[src/design/vgaPkg.sv]
package vgaPkg;

	typedef logic [7:0] colorT;    // one colour channel
	typedef logic [9:0] xCoordT;
	typedef logic [9:0] yCoordT;
	typedef logic [6:0] segmentsT; // active low, bit 0 top ... bit 6 centre

	////////////////////////////////////////////////////////////////////////////
	// 640x480 at 60 Hz, 25 MHz pixel clock
	////////////////////////////////////////////////////////////////////////////
	localparam int hActive = 640;
	localparam int hFront  = 16;
	localparam int hSync   = 96;
	localparam int hBack   = 48;
	localparam int hTotal  = hActive + hFront + hSync + hBack; // 800

	localparam int vActive = 480;
	localparam int vFront  = 10;
	localparam int vSync   = 2;
	localparam int vBack   = 33;
	localparam int vTotal  = vActive + vFront + vSync + vBack; // 525

	// sync windows, start inclusive and end exclusive
	localparam int hSyncStart = hActive + hFront;
	localparam int hSyncEnd   = hSyncStart + hSync;
	localparam int vSyncStart = vActive + vFront;
	localparam int vSyncEnd   = vSyncStart + vSync;

	////////////////////////////////////////////////////////////////////////////
	// digit geometry and placement
	////////////////////////////////////////////////////////////////////////////
	localparam int segLenBig     = 60;
	localparam int segThickBig   = 6;
	localparam int segGapBig     = 3;
	localparam int segLenSmall   = 30;
	localparam int segThickSmall = 3;
	localparam int segGapSmall   = 2;

	localparam xCoordT scoreTensX = 10'd390;
	localparam yCoordT scoreTensY = 10'd15;
	localparam xCoordT scoreOnesX = 10'd480;
	localparam yCoordT scoreOnesY = 10'd15;
	localparam xCoordT timeTensX  = 10'd390;
	localparam yCoordT timeTensY  = 10'd215;
	localparam xCoordT timeOnesX  = 10'd480;
	localparam yCoordT timeOnesY  = 10'd215;

	// leaderboard column, three rows
	localparam xCoordT lbTensX = 10'd10;
	localparam xCoordT lbOnesX = 10'd55;
	localparam yCoordT lb1Y    = 10'd5;
	localparam yCoordT lb2Y    = 10'd85;
	localparam yCoordT lb3Y    = 10'd165;

	// colours
	localparam colorT digitRed   = 8'd255;
	localparam colorT digitGreen = 8'd0;
	localparam colorT digitBlue  = 8'd0;
	localparam colorT bgRed      = 8'd0;
	localparam colorT bgGreen    = 8'd64;
	localparam colorT bgBlue     = 8'd128;

endpackage

[src/design/videoSyncGenerator.sv]
`timescale 1ns/100ps

module videoSyncGenerator
	import vgaPkg::*;
(
	input  logic   VGA_CLK_n,
	input  logic   iRST_n,
	output xCoordT pixelX,
	output yCoordT pixelY,
	output logic   activeVideo,
	output logic   rawHSync,
	output logic   rawVSync
);

	xCoordT nextX;
	yCoordT nextY;
	logic   lineEnd;

	////////////////////////////////////////////////////////////////////////////
	// next counter state
	////////////////////////////////////////////////////////////////////////////
	assign lineEnd = (pixelX == xCoordT'(hTotal - 1));

	always_comb
	begin
		nextX = pixelX + 1'b1;
		nextY = pixelY;
		if (lineEnd)
		begin
			nextX = '0;
			if (pixelY == yCoordT'(vTotal - 1))
				nextY = '0; // frame wrap
			else
				nextY = pixelY + 1'b1;
		end
	end

	// flags decoded from the next state so they line up with the counters
	always_ff @(posedge VGA_CLK_n or negedge iRST_n)
	begin
		if (!iRST_n)
		begin
			pixelX      <= '0;
			pixelY      <= '0;
			activeVideo <= 1'b1; // (0,0) is visible
			rawHSync    <= 1'b1;
			rawVSync    <= 1'b1;
		end
		else
		begin
			pixelX      <= nextX;
			pixelY      <= nextY;
			activeVideo <= (nextX < hActive) && (nextY < vActive);
			rawHSync    <= !((nextX >= hSyncStart) && (nextX < hSyncEnd)); // active low
			rawVSync    <= !((nextY >= vSyncStart) && (nextY < vSyncEnd));
		end
	end

	////////////////////////////////////////////////////////////////////////////
	// checks
	////////////////////////////////////////////////////////////////////////////
	xInRange: assert property (@(posedge VGA_CLK_n) disable iff (!iRST_n)
		pixelX < hTotal);

	yInRange: assert property (@(posedge VGA_CLK_n) disable iff (!iRST_n)
		pixelY < vTotal);

	// vertical sync edges belong to the start of a line
	vSyncOnLineStart: assert property (@(posedge VGA_CLK_n) disable iff (!iRST_n)
		$changed(rawVSync) |-> pixelX == '0);

endmodule

[src/design/segmentDigitRenderer.sv]
`timescale 1ns/100ps

module segmentDigitRenderer
	import vgaPkg::*;
#(
	parameter int originX  = 0,
	parameter int originY  = 0,
	parameter int segLen   = 60,
	parameter int segThick = 6,
	parameter int segGap   = 3
)
(
	input  xCoordT   pixelX,
	input  yCoordT   pixelY,
	input  segmentsT segments,
	output logic     lit
);

	logic signed [11:0] relX; // may go negative left of the digit
	logic signed [11:0] relY;
	segmentsT           hit;  // pixel inside segment rectangle

	logic rowTop, rowUpper, rowLower, rowBottom, rowCentre;
	logic colFull, colLeft, colRight, colCentre;

	function automatic logic inRange(input logic signed [11:0] v, input int lo, input int hi);
		return (v >= lo) && (v <= hi);
	endfunction

	assign relX = $signed({2'b00, pixelX}) - 12'(originX);
	assign relY = $signed({2'b00, pixelY}) - 12'(originY);

	////////////////////////////////////////////////////////////////////////////
	// row bands, top to bottom
	////////////////////////////////////////////////////////////////////////////
	assign rowTop    = inRange(relY, 0, segThick);
	assign rowUpper  = inRange(relY, segThick + segGap, segThick + segGap + segLen);
	assign rowLower  = inRange(relY, segThick + 2*segGap + segLen,
		segThick + 2*segGap + 2*segLen);
	assign rowBottom = inRange(relY, segThick + 3*segGap + 2*segLen,
		2*segThick + 3*segGap + 2*segLen);
	assign rowCentre = inRange(relY, segThick + segGap + segLen,
		2*segThick + segGap + segLen);

	// column bands
	assign colFull   = inRange(relX, 0, segLen + segGap + segThick);
	assign colLeft   = inRange(relX, 0, segThick);
	assign colRight  = inRange(relX, segLen + segGap, segLen + segGap + segThick);
	assign colCentre = inRange(relX, segThick + segGap, segLen);

	assign hit[0] = rowTop    && colFull;   // top
	assign hit[1] = rowUpper  && colRight;  // upper right
	assign hit[2] = rowLower  && colRight;  // lower right
	assign hit[3] = rowBottom && colFull;   // bottom
	assign hit[4] = rowLower  && colLeft;   // lower left
	assign hit[5] = rowUpper  && colLeft;   // upper left
	assign hit[6] = rowCentre && colCentre; // centre bar

	// a segment shows when its pattern bit is 0
	assign lit = |(hit & ~segments);

endmodule

[src/design/pixelComposer.sv]
`timescale 1ns/100ps

module pixelComposer
	import vgaPkg::*;
(
	input  logic     VGA_CLK_n,
	input  logic     iRST_n,
	input  xCoordT   pixelX,
	input  yCoordT   pixelY,
	input  logic     activeVideo,
	input  logic     rawHSync,
	input  logic     rawVSync,
	input  segmentsT scoreOnes,
	input  segmentsT scoreTens,
	input  segmentsT timeOnes,
	input  segmentsT timeTens,
	input  segmentsT lb1Ones,
	input  segmentsT lb1Tens,
	input  segmentsT lb2Ones,
	input  segmentsT lb2Tens,
	input  segmentsT lb3Ones,
	input  segmentsT lb3Tens,
	output colorT    red,
	output colorT    green,
	output colorT    blue,
	output logic     hSync,
	output logic     vSync,
	output logic     blankN
);

	logic [9:0] litVec; // one per digit
	colorT      nextRed, nextGreen, nextBlue;

	////////////////////////////////////////////////////////////////////////////
	// score and time, large digits
	////////////////////////////////////////////////////////////////////////////
	segmentDigitRenderer #(.originX(scoreTensX), .originY(scoreTensY), .segLen(segLenBig),
		.segThick(segThickBig), .segGap(segGapBig)) scoreTensDigit (.pixelX(pixelX),
		.pixelY(pixelY), .segments(scoreTens), .lit(litVec[0]));
	segmentDigitRenderer #(.originX(scoreOnesX), .originY(scoreOnesY), .segLen(segLenBig),
		.segThick(segThickBig), .segGap(segGapBig)) scoreOnesDigit (.pixelX(pixelX),
		.pixelY(pixelY), .segments(scoreOnes), .lit(litVec[1]));
	segmentDigitRenderer #(.originX(timeTensX), .originY(timeTensY), .segLen(segLenBig),
		.segThick(segThickBig), .segGap(segGapBig)) timeTensDigit (.pixelX(pixelX),
		.pixelY(pixelY), .segments(timeTens), .lit(litVec[2]));
	segmentDigitRenderer #(.originX(timeOnesX), .originY(timeOnesY), .segLen(segLenBig),
		.segThick(segThickBig), .segGap(segGapBig)) timeOnesDigit (.pixelX(pixelX),
		.pixelY(pixelY), .segments(timeOnes), .lit(litVec[3]));

	// leaderboard, small digits
	segmentDigitRenderer #(.originX(lbTensX), .originY(lb1Y), .segLen(segLenSmall),
		.segThick(segThickSmall), .segGap(segGapSmall)) lb1TensDigit (.pixelX(pixelX),
		.pixelY(pixelY), .segments(lb1Tens), .lit(litVec[4]));
	segmentDigitRenderer #(.originX(lbOnesX), .originY(lb1Y), .segLen(segLenSmall),
		.segThick(segThickSmall), .segGap(segGapSmall)) lb1OnesDigit (.pixelX(pixelX),
		.pixelY(pixelY), .segments(lb1Ones), .lit(litVec[5]));
	segmentDigitRenderer #(.originX(lbTensX), .originY(lb2Y), .segLen(segLenSmall),
		.segThick(segThickSmall), .segGap(segGapSmall)) lb2TensDigit (.pixelX(pixelX),
		.pixelY(pixelY), .segments(lb2Tens), .lit(litVec[6]));
	segmentDigitRenderer #(.originX(lbOnesX), .originY(lb2Y), .segLen(segLenSmall),
		.segThick(segThickSmall), .segGap(segGapSmall)) lb2OnesDigit (.pixelX(pixelX),
		.pixelY(pixelY), .segments(lb2Ones), .lit(litVec[7]));
	segmentDigitRenderer #(.originX(lbTensX), .originY(lb3Y), .segLen(segLenSmall),
		.segThick(segThickSmall), .segGap(segGapSmall)) lb3TensDigit (.pixelX(pixelX),
		.pixelY(pixelY), .segments(lb3Tens), .lit(litVec[8]));
	segmentDigitRenderer #(.originX(lbOnesX), .originY(lb3Y), .segLen(segLenSmall),
		.segThick(segThickSmall), .segGap(segGapSmall)) lb3OnesDigit (.pixelX(pixelX),
		.pixelY(pixelY), .segments(lb3Ones), .lit(litVec[9]));

	////////////////////////////////////////////////////////////////////////////
	// colour select and output register
	////////////////////////////////////////////////////////////////////////////
	always_comb
	begin
		{nextRed, nextGreen, nextBlue} = {bgRed, bgGreen, bgBlue};
		if (!activeVideo)
			{nextRed, nextGreen, nextBlue} = '0; // porch and sync are black
		else if (|litVec)
			{nextRed, nextGreen, nextBlue} = {digitRed, digitGreen, digitBlue};
	end

	// colour, sync and blank leave together, one clock after the counters
	always_ff @(posedge VGA_CLK_n or negedge iRST_n)
	begin
		if (!iRST_n)
		begin
			{red, green, blue} <= '0;
			hSync              <= 1'b1;
			vSync              <= 1'b1;
			blankN             <= 1'b0;
		end
		else
		begin
			{red, green, blue} <= {nextRed, nextGreen, nextBlue};
			hSync              <= rawHSync;
			vSync              <= rawVSync;
			blankN             <= activeVideo;
		end
	end

	blackWhenBlank: assert property (@(posedge VGA_CLK_n) disable iff (!iRST_n)
		!blankN |-> (red == '0) && (green == '0) && (blue == '0));

endmodule

[src/design/vgaController.sv]
`timescale 1ns/100ps

module vgaController
	import vgaPkg::*;
(
	input  logic     VGA_CLK_n,
	input  logic     iRST_n,
	input  segmentsT scoreOnes,
	input  segmentsT scoreTens,
	input  segmentsT timeOnes,
	input  segmentsT timeTens,
	input  segmentsT lb1Ones,
	input  segmentsT lb1Tens,
	input  segmentsT lb2Ones,
	input  segmentsT lb2Tens,
	input  segmentsT lb3Ones,
	input  segmentsT lb3Tens,
	output colorT    red,
	output colorT    green,
	output colorT    blue,
	output logic     hSync,
	output logic     vSync,
	output logic     blankN
);

	xCoordT pixelX;
	yCoordT pixelY;
	logic   activeVideo;
	logic   rawHSync;   // before output alignment
	logic   rawVSync;

	////////////////////////////////////////////////////////////////////////////
	// timing
	////////////////////////////////////////////////////////////////////////////
	videoSyncGenerator syncGen (
		.VGA_CLK_n   (VGA_CLK_n),
		.iRST_n      (iRST_n),
		.pixelX      (pixelX),
		.pixelY      (pixelY),
		.activeVideo (activeVideo),
		.rawHSync    (rawHSync),
		.rawVSync    (rawVSync)
	);

	// digit overlay and output stage
	pixelComposer composer (
		.VGA_CLK_n   (VGA_CLK_n),
		.iRST_n      (iRST_n),
		.pixelX      (pixelX),
		.pixelY      (pixelY),
		.activeVideo (activeVideo),
		.rawHSync    (rawHSync),
		.rawVSync    (rawVSync),
		.scoreOnes   (scoreOnes),
		.scoreTens   (scoreTens),
		.timeOnes    (timeOnes),
		.timeTens    (timeTens),
		.lb1Ones     (lb1Ones),
		.lb1Tens     (lb1Tens),
		.lb2Ones     (lb2Ones),
		.lb2Tens     (lb2Tens),
		.lb3Ones     (lb3Ones),
		.lb3Tens     (lb3Tens),
		.red         (red),
		.green       (green),
		.blue        (blue),
		.hSync       (hSync),
		.vSync       (vSync),
		.blankN      (blankN)
	);

endmodule

[config.mk]
export PLATFORM = sky130hd
export DESIGN_NAME = vgaController
export DESIGN_NICKNAME = d
export VERILOG_FILES = /design/src/design/vgaPkg.sv /design/src/design/videoSyncGenerator.sv /design/src/design/segmentDigitRenderer.sv /design/src/design/pixelComposer.sv /design/src/design/vgaController.sv
export SDC_FILE = /design/constraint.sdc
export NUM_CORES = 1
export LEC_CHECK = 0
export BUFFER_PORTS_ARGS = -buffer_cell sky130_fd_sc_hd__buf_2
export CAP_MARGIN = 20
export CORE_MARGIN = 10
export CORE_UTILIZATION = 45
export DETAILED_ROUTE_END_ITERATION = 10
export GPL_TIMING_DRIVEN = 1
export PLACE_DENSITY = 0.71
export SKIP_CTS_REPAIR_TIMING = 1
export SYNTH_ARGS = -nofsm -noshare
export SYNTH_HDL_FRONTEND = slang
export SYNTH_SLANG_ARGS = --single-unit
[constraint.sdc]
create_clock -name VGA_CLK_n -period 4.2 [get_ports VGA_CLK_n]
set_input_delay 0.21 -clock VGA_CLK_n [delete_from_list [all_inputs] [get_ports VGA_CLK_n]]
set_output_delay 0.21 -clock VGA_CLK_n [all_outputs]
set_load 0.01 [all_outputs]
# Word level (Yosys, flattened, before mapping)
# Cells that the tools add are included.
# totals
ff_bits	50
inputBits	72
output_inout_bits	27
word_cells	250
# classes
add_sub_neg	11
order_cmp	80
eq_ne	2
muxes	9
bitwise_logic	20
reduce_logical	117
# ops
operator	n
less-or-equal comparator 11 x 8 -> 1 bit, second input constant	12
logical AND 1 bit	114
>= comparator 11 x 7 -> 1 bit, second input constant	10
less-or-equal comparator 11 x 7 -> 1 bit, second input constant	10
>= comparator 11 x 1 -> 1 bit, second input constant	9
>= comparator 11 x 8 -> 1 bit, second input constant	7
AND 7 bit	10
inverter 7 bit	10
OR reduction 70 bit	1
>= comparator 11 x 4 -> 1 bit, second input constant	5
less-or-equal comparator 11 x 3 -> 1 bit, second input constant	5
>= comparator 11 x 5 -> 1 bit, second input constant	4
less-or-equal comparator 11 x 4 -> 1 bit, second input constant	4
less-or-equal comparator 11 x 9 -> 1 bit, second input constant	4
two-way mux 8 bit	5
two-way mux 10 bit	3
>= comparator 11 x 9 -> 1 bit, second input constant	2
less-or-equal comparator 11 x 6 -> 1 bit, second input constant	2
subtractor 10 x 4 -> 11 bit, second input constant	2
subtractor 10 x 8 -> 11 bit, second input constant	2
subtractor 10 x 9 -> 11 bit, second input constant	2
adder 10 x 1 -> 10 bit, second input constant	2
== test 10 bit, second input constant	2
< comparator 10 bit, second input constant	2
other kinds (8)	10

# Longest topological paths before layout
# depth
depth_word	8
depth_mapped	16
ltp_nobuf	12

# Hierarchy
# From an unflattened synthesis, not the netlist that was laid out.
# hier_totals
cells_unflattened	1676
area_unflattened_um2	12095.4
# by_module_without_submodules
mod	instances	cells_per_inst	area_each_um2	seq_area_each_um2
videoSyncGenerator	1	136	1326.3	579.3
segmentDigitRenderer at composer.lb3TensDigit	1	162	1176.1	0.0
segmentDigitRenderer at composer.lb2OnesDigit	1	160	1121.1	0.0
segmentDigitRenderer at composer.lb2TensDigit	1	163	1081.0	0.0
segmentDigitRenderer at composer.lb3OnesDigit	1	158	1077.3	0.0
segmentDigitRenderer at composer.scoreOnesDigit	1	154	1063.5	0.0
segmentDigitRenderer at composer.lb1OnesDigit	1	141	1003.5	0.0
segmentDigitRenderer at composer.timeTensDigit	1	142	996.0	0.0
segmentDigitRenderer at composer.scoreTensDigit	1	151	973.4	0.0
segmentDigitRenderer at composer.timeOnesDigit	1	142	973.4	0.0
segmentDigitRenderer at composer.lb1TensDigit	1	133	972.2	0.0
pixelComposer	1	34	331.6	127.6

# Worst setup path after synthesis
# Ideal clock, no wire load.
# synth_path
kind	register to register
start	reg syncGen.pixelY[0]
end	reg composer.red[6]
setup_time_ns	0.119
arrival_ns	3.740
required_time_ns	4.081
slack_ns	0.341
stages_incl_launch_ff	16
n_path_buf	3
synth_period_minus_slack_ns	3.859
path_cell_list	dfrtp_1 buf_2 buf_2 clkbuf_1 inv_1 ha_1 nand2b_1 a21o_1 a311o_1 a211oi_1 a22oi_1 mux2i_1 a21oi_1 o21ai_0 or4_1 o21a_1
# synth_between
elab_chain_cells	8
word_cells_on_any_way	163
cone_classes	add/sub (5); order compare (50); mux (2); bitwise (10); reduce/logical (96)
# synth_rtl
element	line	source
start, declared	videoSyncGenerator.sv:9	output yCoordT pixelY,
start signal, assigned	videoSyncGenerator.sv:52	pixelY <= nextY;
subtractor 10 x 8 -> 11 bit (tied with other cells)	segmentDigitRenderer.sv:31	assign relY = $signed({2'b00, pixelY}) - 12'(originY);
>= comparator 11 x 1 -> 1 bit (tied with other cells)	segmentDigitRenderer.sv:27	return (v >= lo) && (v <= hi);
logical AND 1 bit	segmentDigitRenderer.sv:27	
logical AND 1 bit (tied with other cells)	segmentDigitRenderer.sv:51	assign hit[0] = rowTop && colFull;
AND 7 bit	segmentDigitRenderer.sv:60	assign lit = |(hit & ~segments);
OR reduction 70 bit (*)	pixelComposer.sv:78	else if (|litVec)
two-way mux 8 bit (*)	pixelComposer.sv:78	
two-way mux 8 bit (*)	pixelComposer.sv:76	if (!activeVideo)
end signal, assigned	pixelComposer.sv:94	{red, green, blue} <= {nextRed, nextGreen, nextBlue};
end, declared	pixelComposer.sv:23	output colorT red,
# Every way passes the cells marked *; elsewhere a longest branch is shown, timed or not.

# Worst setup path after layout
# layout_path
start	reg syncGen.pixelX[1]
end	reg composer.red[6]
# layout_between
elab_chain_cells	8
word_cells_on_any_way	127
cone_classes	add/sub (4); order compare (24); mux (2); bitwise (10); reduce/logical (87)
# layout_rtl
element	line	source
start, declared	videoSyncGenerator.sv:8	output xCoordT pixelX,
start signal, assigned	videoSyncGenerator.sv:51	pixelX <= nextX;
subtractor 10 x 6 -> 11 bit (tied with other cells)	segmentDigitRenderer.sv:30	assign relX = $signed({2'b00, pixelX}) - 12'(originX);
>= comparator 11 x 1 -> 1 bit (tied with other cells)	segmentDigitRenderer.sv:27	
logical AND 1 bit	segmentDigitRenderer.sv:27	
logical AND 1 bit (tied with other cells)	segmentDigitRenderer.sv:51	
AND 7 bit	segmentDigitRenderer.sv:60	
OR reduction 70 bit (*)	pixelComposer.sv:78	
two-way mux 8 bit (*)	pixelComposer.sv:78	
two-way mux 8 bit (*)	pixelComposer.sv:76	
# Marked as above.

==> results.py <==
metrics = {
    "clocking": {
        "htreeDepth": 1,
        "clk_latency_ns": 0.28,
        "cts-root-buf": "clkbuf_16",
        "cts_made_buffers": 3,
        "clkSinkCount": 28,
        "clk_pin_slew_worst_paths_ns": 0.08,
        "cts_buffer_depth": 2,
        "cts_tree": "yes",
    },
    "synthesis": {
        "yosys_warnings": 0,
        "synth_area_leaders": "dfrtp_1, ha_1, nor2_1",
        "yosysSeqAreaShare": 0.122,
        "synth-seq-cells": 28,
        "synth.distinct_cells": 92,
        "synth_flop_cell": "dfrtp_1",
        "yosysTopAreaCellShare": 0.0994,
        "synth.largest_area_cell": "dfrtp_1",
        "avgSynthCellArea_um2": 6.96,
        "synth_enable_flop_cells": 0,
        "syn_area_mm2": 0.00579,
        "synth_cells": 832,
        "synthArstFlopShare": 1.00,
    },
    "final_layout": {
        "nFillCells": 1317,
        "multi_input_area_mm2": 0.00457,
        "final_common_cell": "buf_2",
        "register_area_um2": 707,
        "antenna_cells": 0,
        "area_growth_pct": 12.1,
        "nets": 999,
        "drive_gt1_frac": 0.181,
        "mostFrequentLayoutCells": "buf_2, nor2_1, nand2_1",
    },
    "die": {
        "fp.dieArea_mm2": 0.0178,
        "initial_core_util": 0.459,
        "die_x_um": 133,
        "ioPinCount": 99,
        "die_h_um": 133,
        "rows": 41,
        "core_area_mm2": 0.0126,
    },
    "sta": {
        "slew_headroom": 0.389,
        "slew_viol_final": 0,
        "fin_setup_tns_ns": 0,
        "fin_crit_sh": 0.890,
        "finalSetupViolations": 0,
        "worst_clock_skew_ns": 0.0135,
        "rsz0062_at_grt": "false",
        "fmax_ghz": 0.267,
        "period_needed_ns": 3.74,
        "tightest_slew_ns": 0.907,
        "hold_violations": 23,
        "setup_slack_ns": 0.461,
        "hold-worst-slack_ns": -0.0421,
    },
    "detailed_routing": {
        "drt_iter0_drc": 1028,
        "ant_nets": 0,
        "avgViaCountPerCell": 6.55,
        "route.detailed.drc": 0,
        "wirelength_mm": 22.7,
        "drtPass1Iterations": 6,
        "vias": 7026,
        "wl_per_cell_um": 21.1,
    },
    "run_status": {
        "status": "finished, violations left",
        "violations": "negative hold slack",
    },
    "global_route": {
        "grt_overflow": 0,
        "grt_start_max_net_pins": 32,
        "grt_pass1_wl_mm": 35.0,
        "antenna_found_initial": 0,
        "grtUsageTotal": 0.239,
        "grt_pass1_vias": 6444,
    },
    "pwr": {
        "p_per_area_mw_per_mm2": 96.4,
        "finalPower_uw": 625,
        "leakage_uw": 0.00260,
        "peakVddDrop_mv": 0.109,
    },
    "setup_path": {
        "slowest_stage": "or4_1",
        "path_cells": "inv_1 -> ha_1 -> nor2b_1 -> or4_1 -> a221o_1 -> o21a_1 -> nand2_1 -> nor2_1 -> o311ai_1 -> nand3_1 -> or4_1 -> o21a_1",
        "endpoint_kind": "flip-flop",
        "worstPathMaxFanout": 10,
        "critPathLaunchType": "flip-flop",
        "critPathBufInv": 1,
        "arrival_ns": 3.92,
        "crit_required_ns": 4.38,
        "crit_family": "simple AND/OR/NAND/NOR gates",
        "cpPeakStageDelay_ns": 0.54,
        "crit_type": "reg2reg",
    },
    "placement": {
        "gp_congestion": 1.05,
        "io_buffers": 84,
        "pre_cts_ws_ns": 0.493,
        "dp_hpwl_mm": 17.9,
    },
    "min_path": {
        "min-delay-path-class": "in2async",
    },
    "run": {
        "maxCapViolations": 0,
    },
}
flip-flops by register name, indices dropped and copies added (netlist names):
| register | count |
|---|---|
| composer.blue | 1 |
| syncGen.pixelY | 10 |
| syncGen.pixelX | 10 |
| composer.red | 1 |
| syncGen.activeVideo | 1 |
| syncGen.rawVSync | 1 |
| composer.hSync | 1 |
| syncGen.rawHSync | 1 |
| composer.vSync | 1 |
| composer.blankN | 1 |
kinds of logic (layout without fill, tap and decap cells):
logic type	count (synthesis)	after routing	synth area share
compound gates	270	270	0.337
xor+xnor	32	32	0.0484
fa+ha+maj	26	26	0.0562
buf+inv	113	168	0.0962
flops	28	28	0.122
mux	2	2	0.00346
other cells	1	14	0.000648
simple gates	360	360	0.336
power breakdown:
group	total (uW)	internal [uW]	switching (uW)	leakage [uW]
Combinational	53.4	25.4	28.0	0.00220
Sequential	270	270	0	0.000349
Clock	302	191	111	0.0000511
per-layer routing:
layer  up-vias  wire length (um)  part of all wire  GRT usage
met4         0              1330             0.059      0.133
met5         -                 0                 0          0
met3       102              2100             0.093     0.0485
met1      3213              8630              0.38      0.290
li1       3267                 -                 -          -
met2       444             10600              0.47      0.388
layout make-up:
| type | instances | area share |
|---|---|---|
| multi-input cells | 704 | 0.705 |
| well taps | 172 | 0.0332 |
| flip-flops and latches | 28 | 0.109 |
| repair buffers | 128 | 0.116 |
| clock buffers | 3 | 0.0116 |
| clock inverters | 1 | 0.00463 |
| inverters | 36 | 0.0208 |
per-stage QoR:
stage	instance area [um2]	cells	hold WS [ns]	utilization
floorplan	5840	845	-0.0856	-
global placement	6380	1068	0.290	0.506
detailed placement	6380	1068	0.292	0.506
CTS	6490	1072	-0.0118	0.514
global route	6490	1072	0.00976	0.514
finish	6490	1072	-0.0421	0.514
synthesized netlist by cell type, types with 12 or more instances:
cell      instances
xnor2_1          24
a31oi_1          13
inv_1            34
buf_2            28
nand4_1          12
nand2b_1         26
or3_1            15
dfrtp_1          23
nor3_1           33
ha_1             26
nor2b_1          13
nor2_1           80
clkbuf_1         18
o22ai_1          15
a211oi_1         16
nand2_1          62
o211ai_1         13
a21oi_1          40
o21ai_0          41
buf_4            26
nand3_1          28
nor4_1           20
worst paths after layout:
check / from / endpoint / slack, ns / cells past startpoint
hold reg to reg: syncGen.rawVSync / composer.vSync / 0.36 / 0
setup / recovery: syncGen.pixelX[1] / composer.red[6] / 0.46 / 12
setup reg to reg: syncGen.pixelX[1] / composer.red[6] / 0.46 / 12
min in group VGA_CLK_n: syncGen.rawVSync / composer.vSync / 0.36 / 0
max in group asynchronous: iRST_n / syncGen.pixelY[8] / 3.78 / 1
hold / removal: iRST_n / syncGen.pixelX[6] / -0.04 / 1
(Power assumes the default switching activity.)
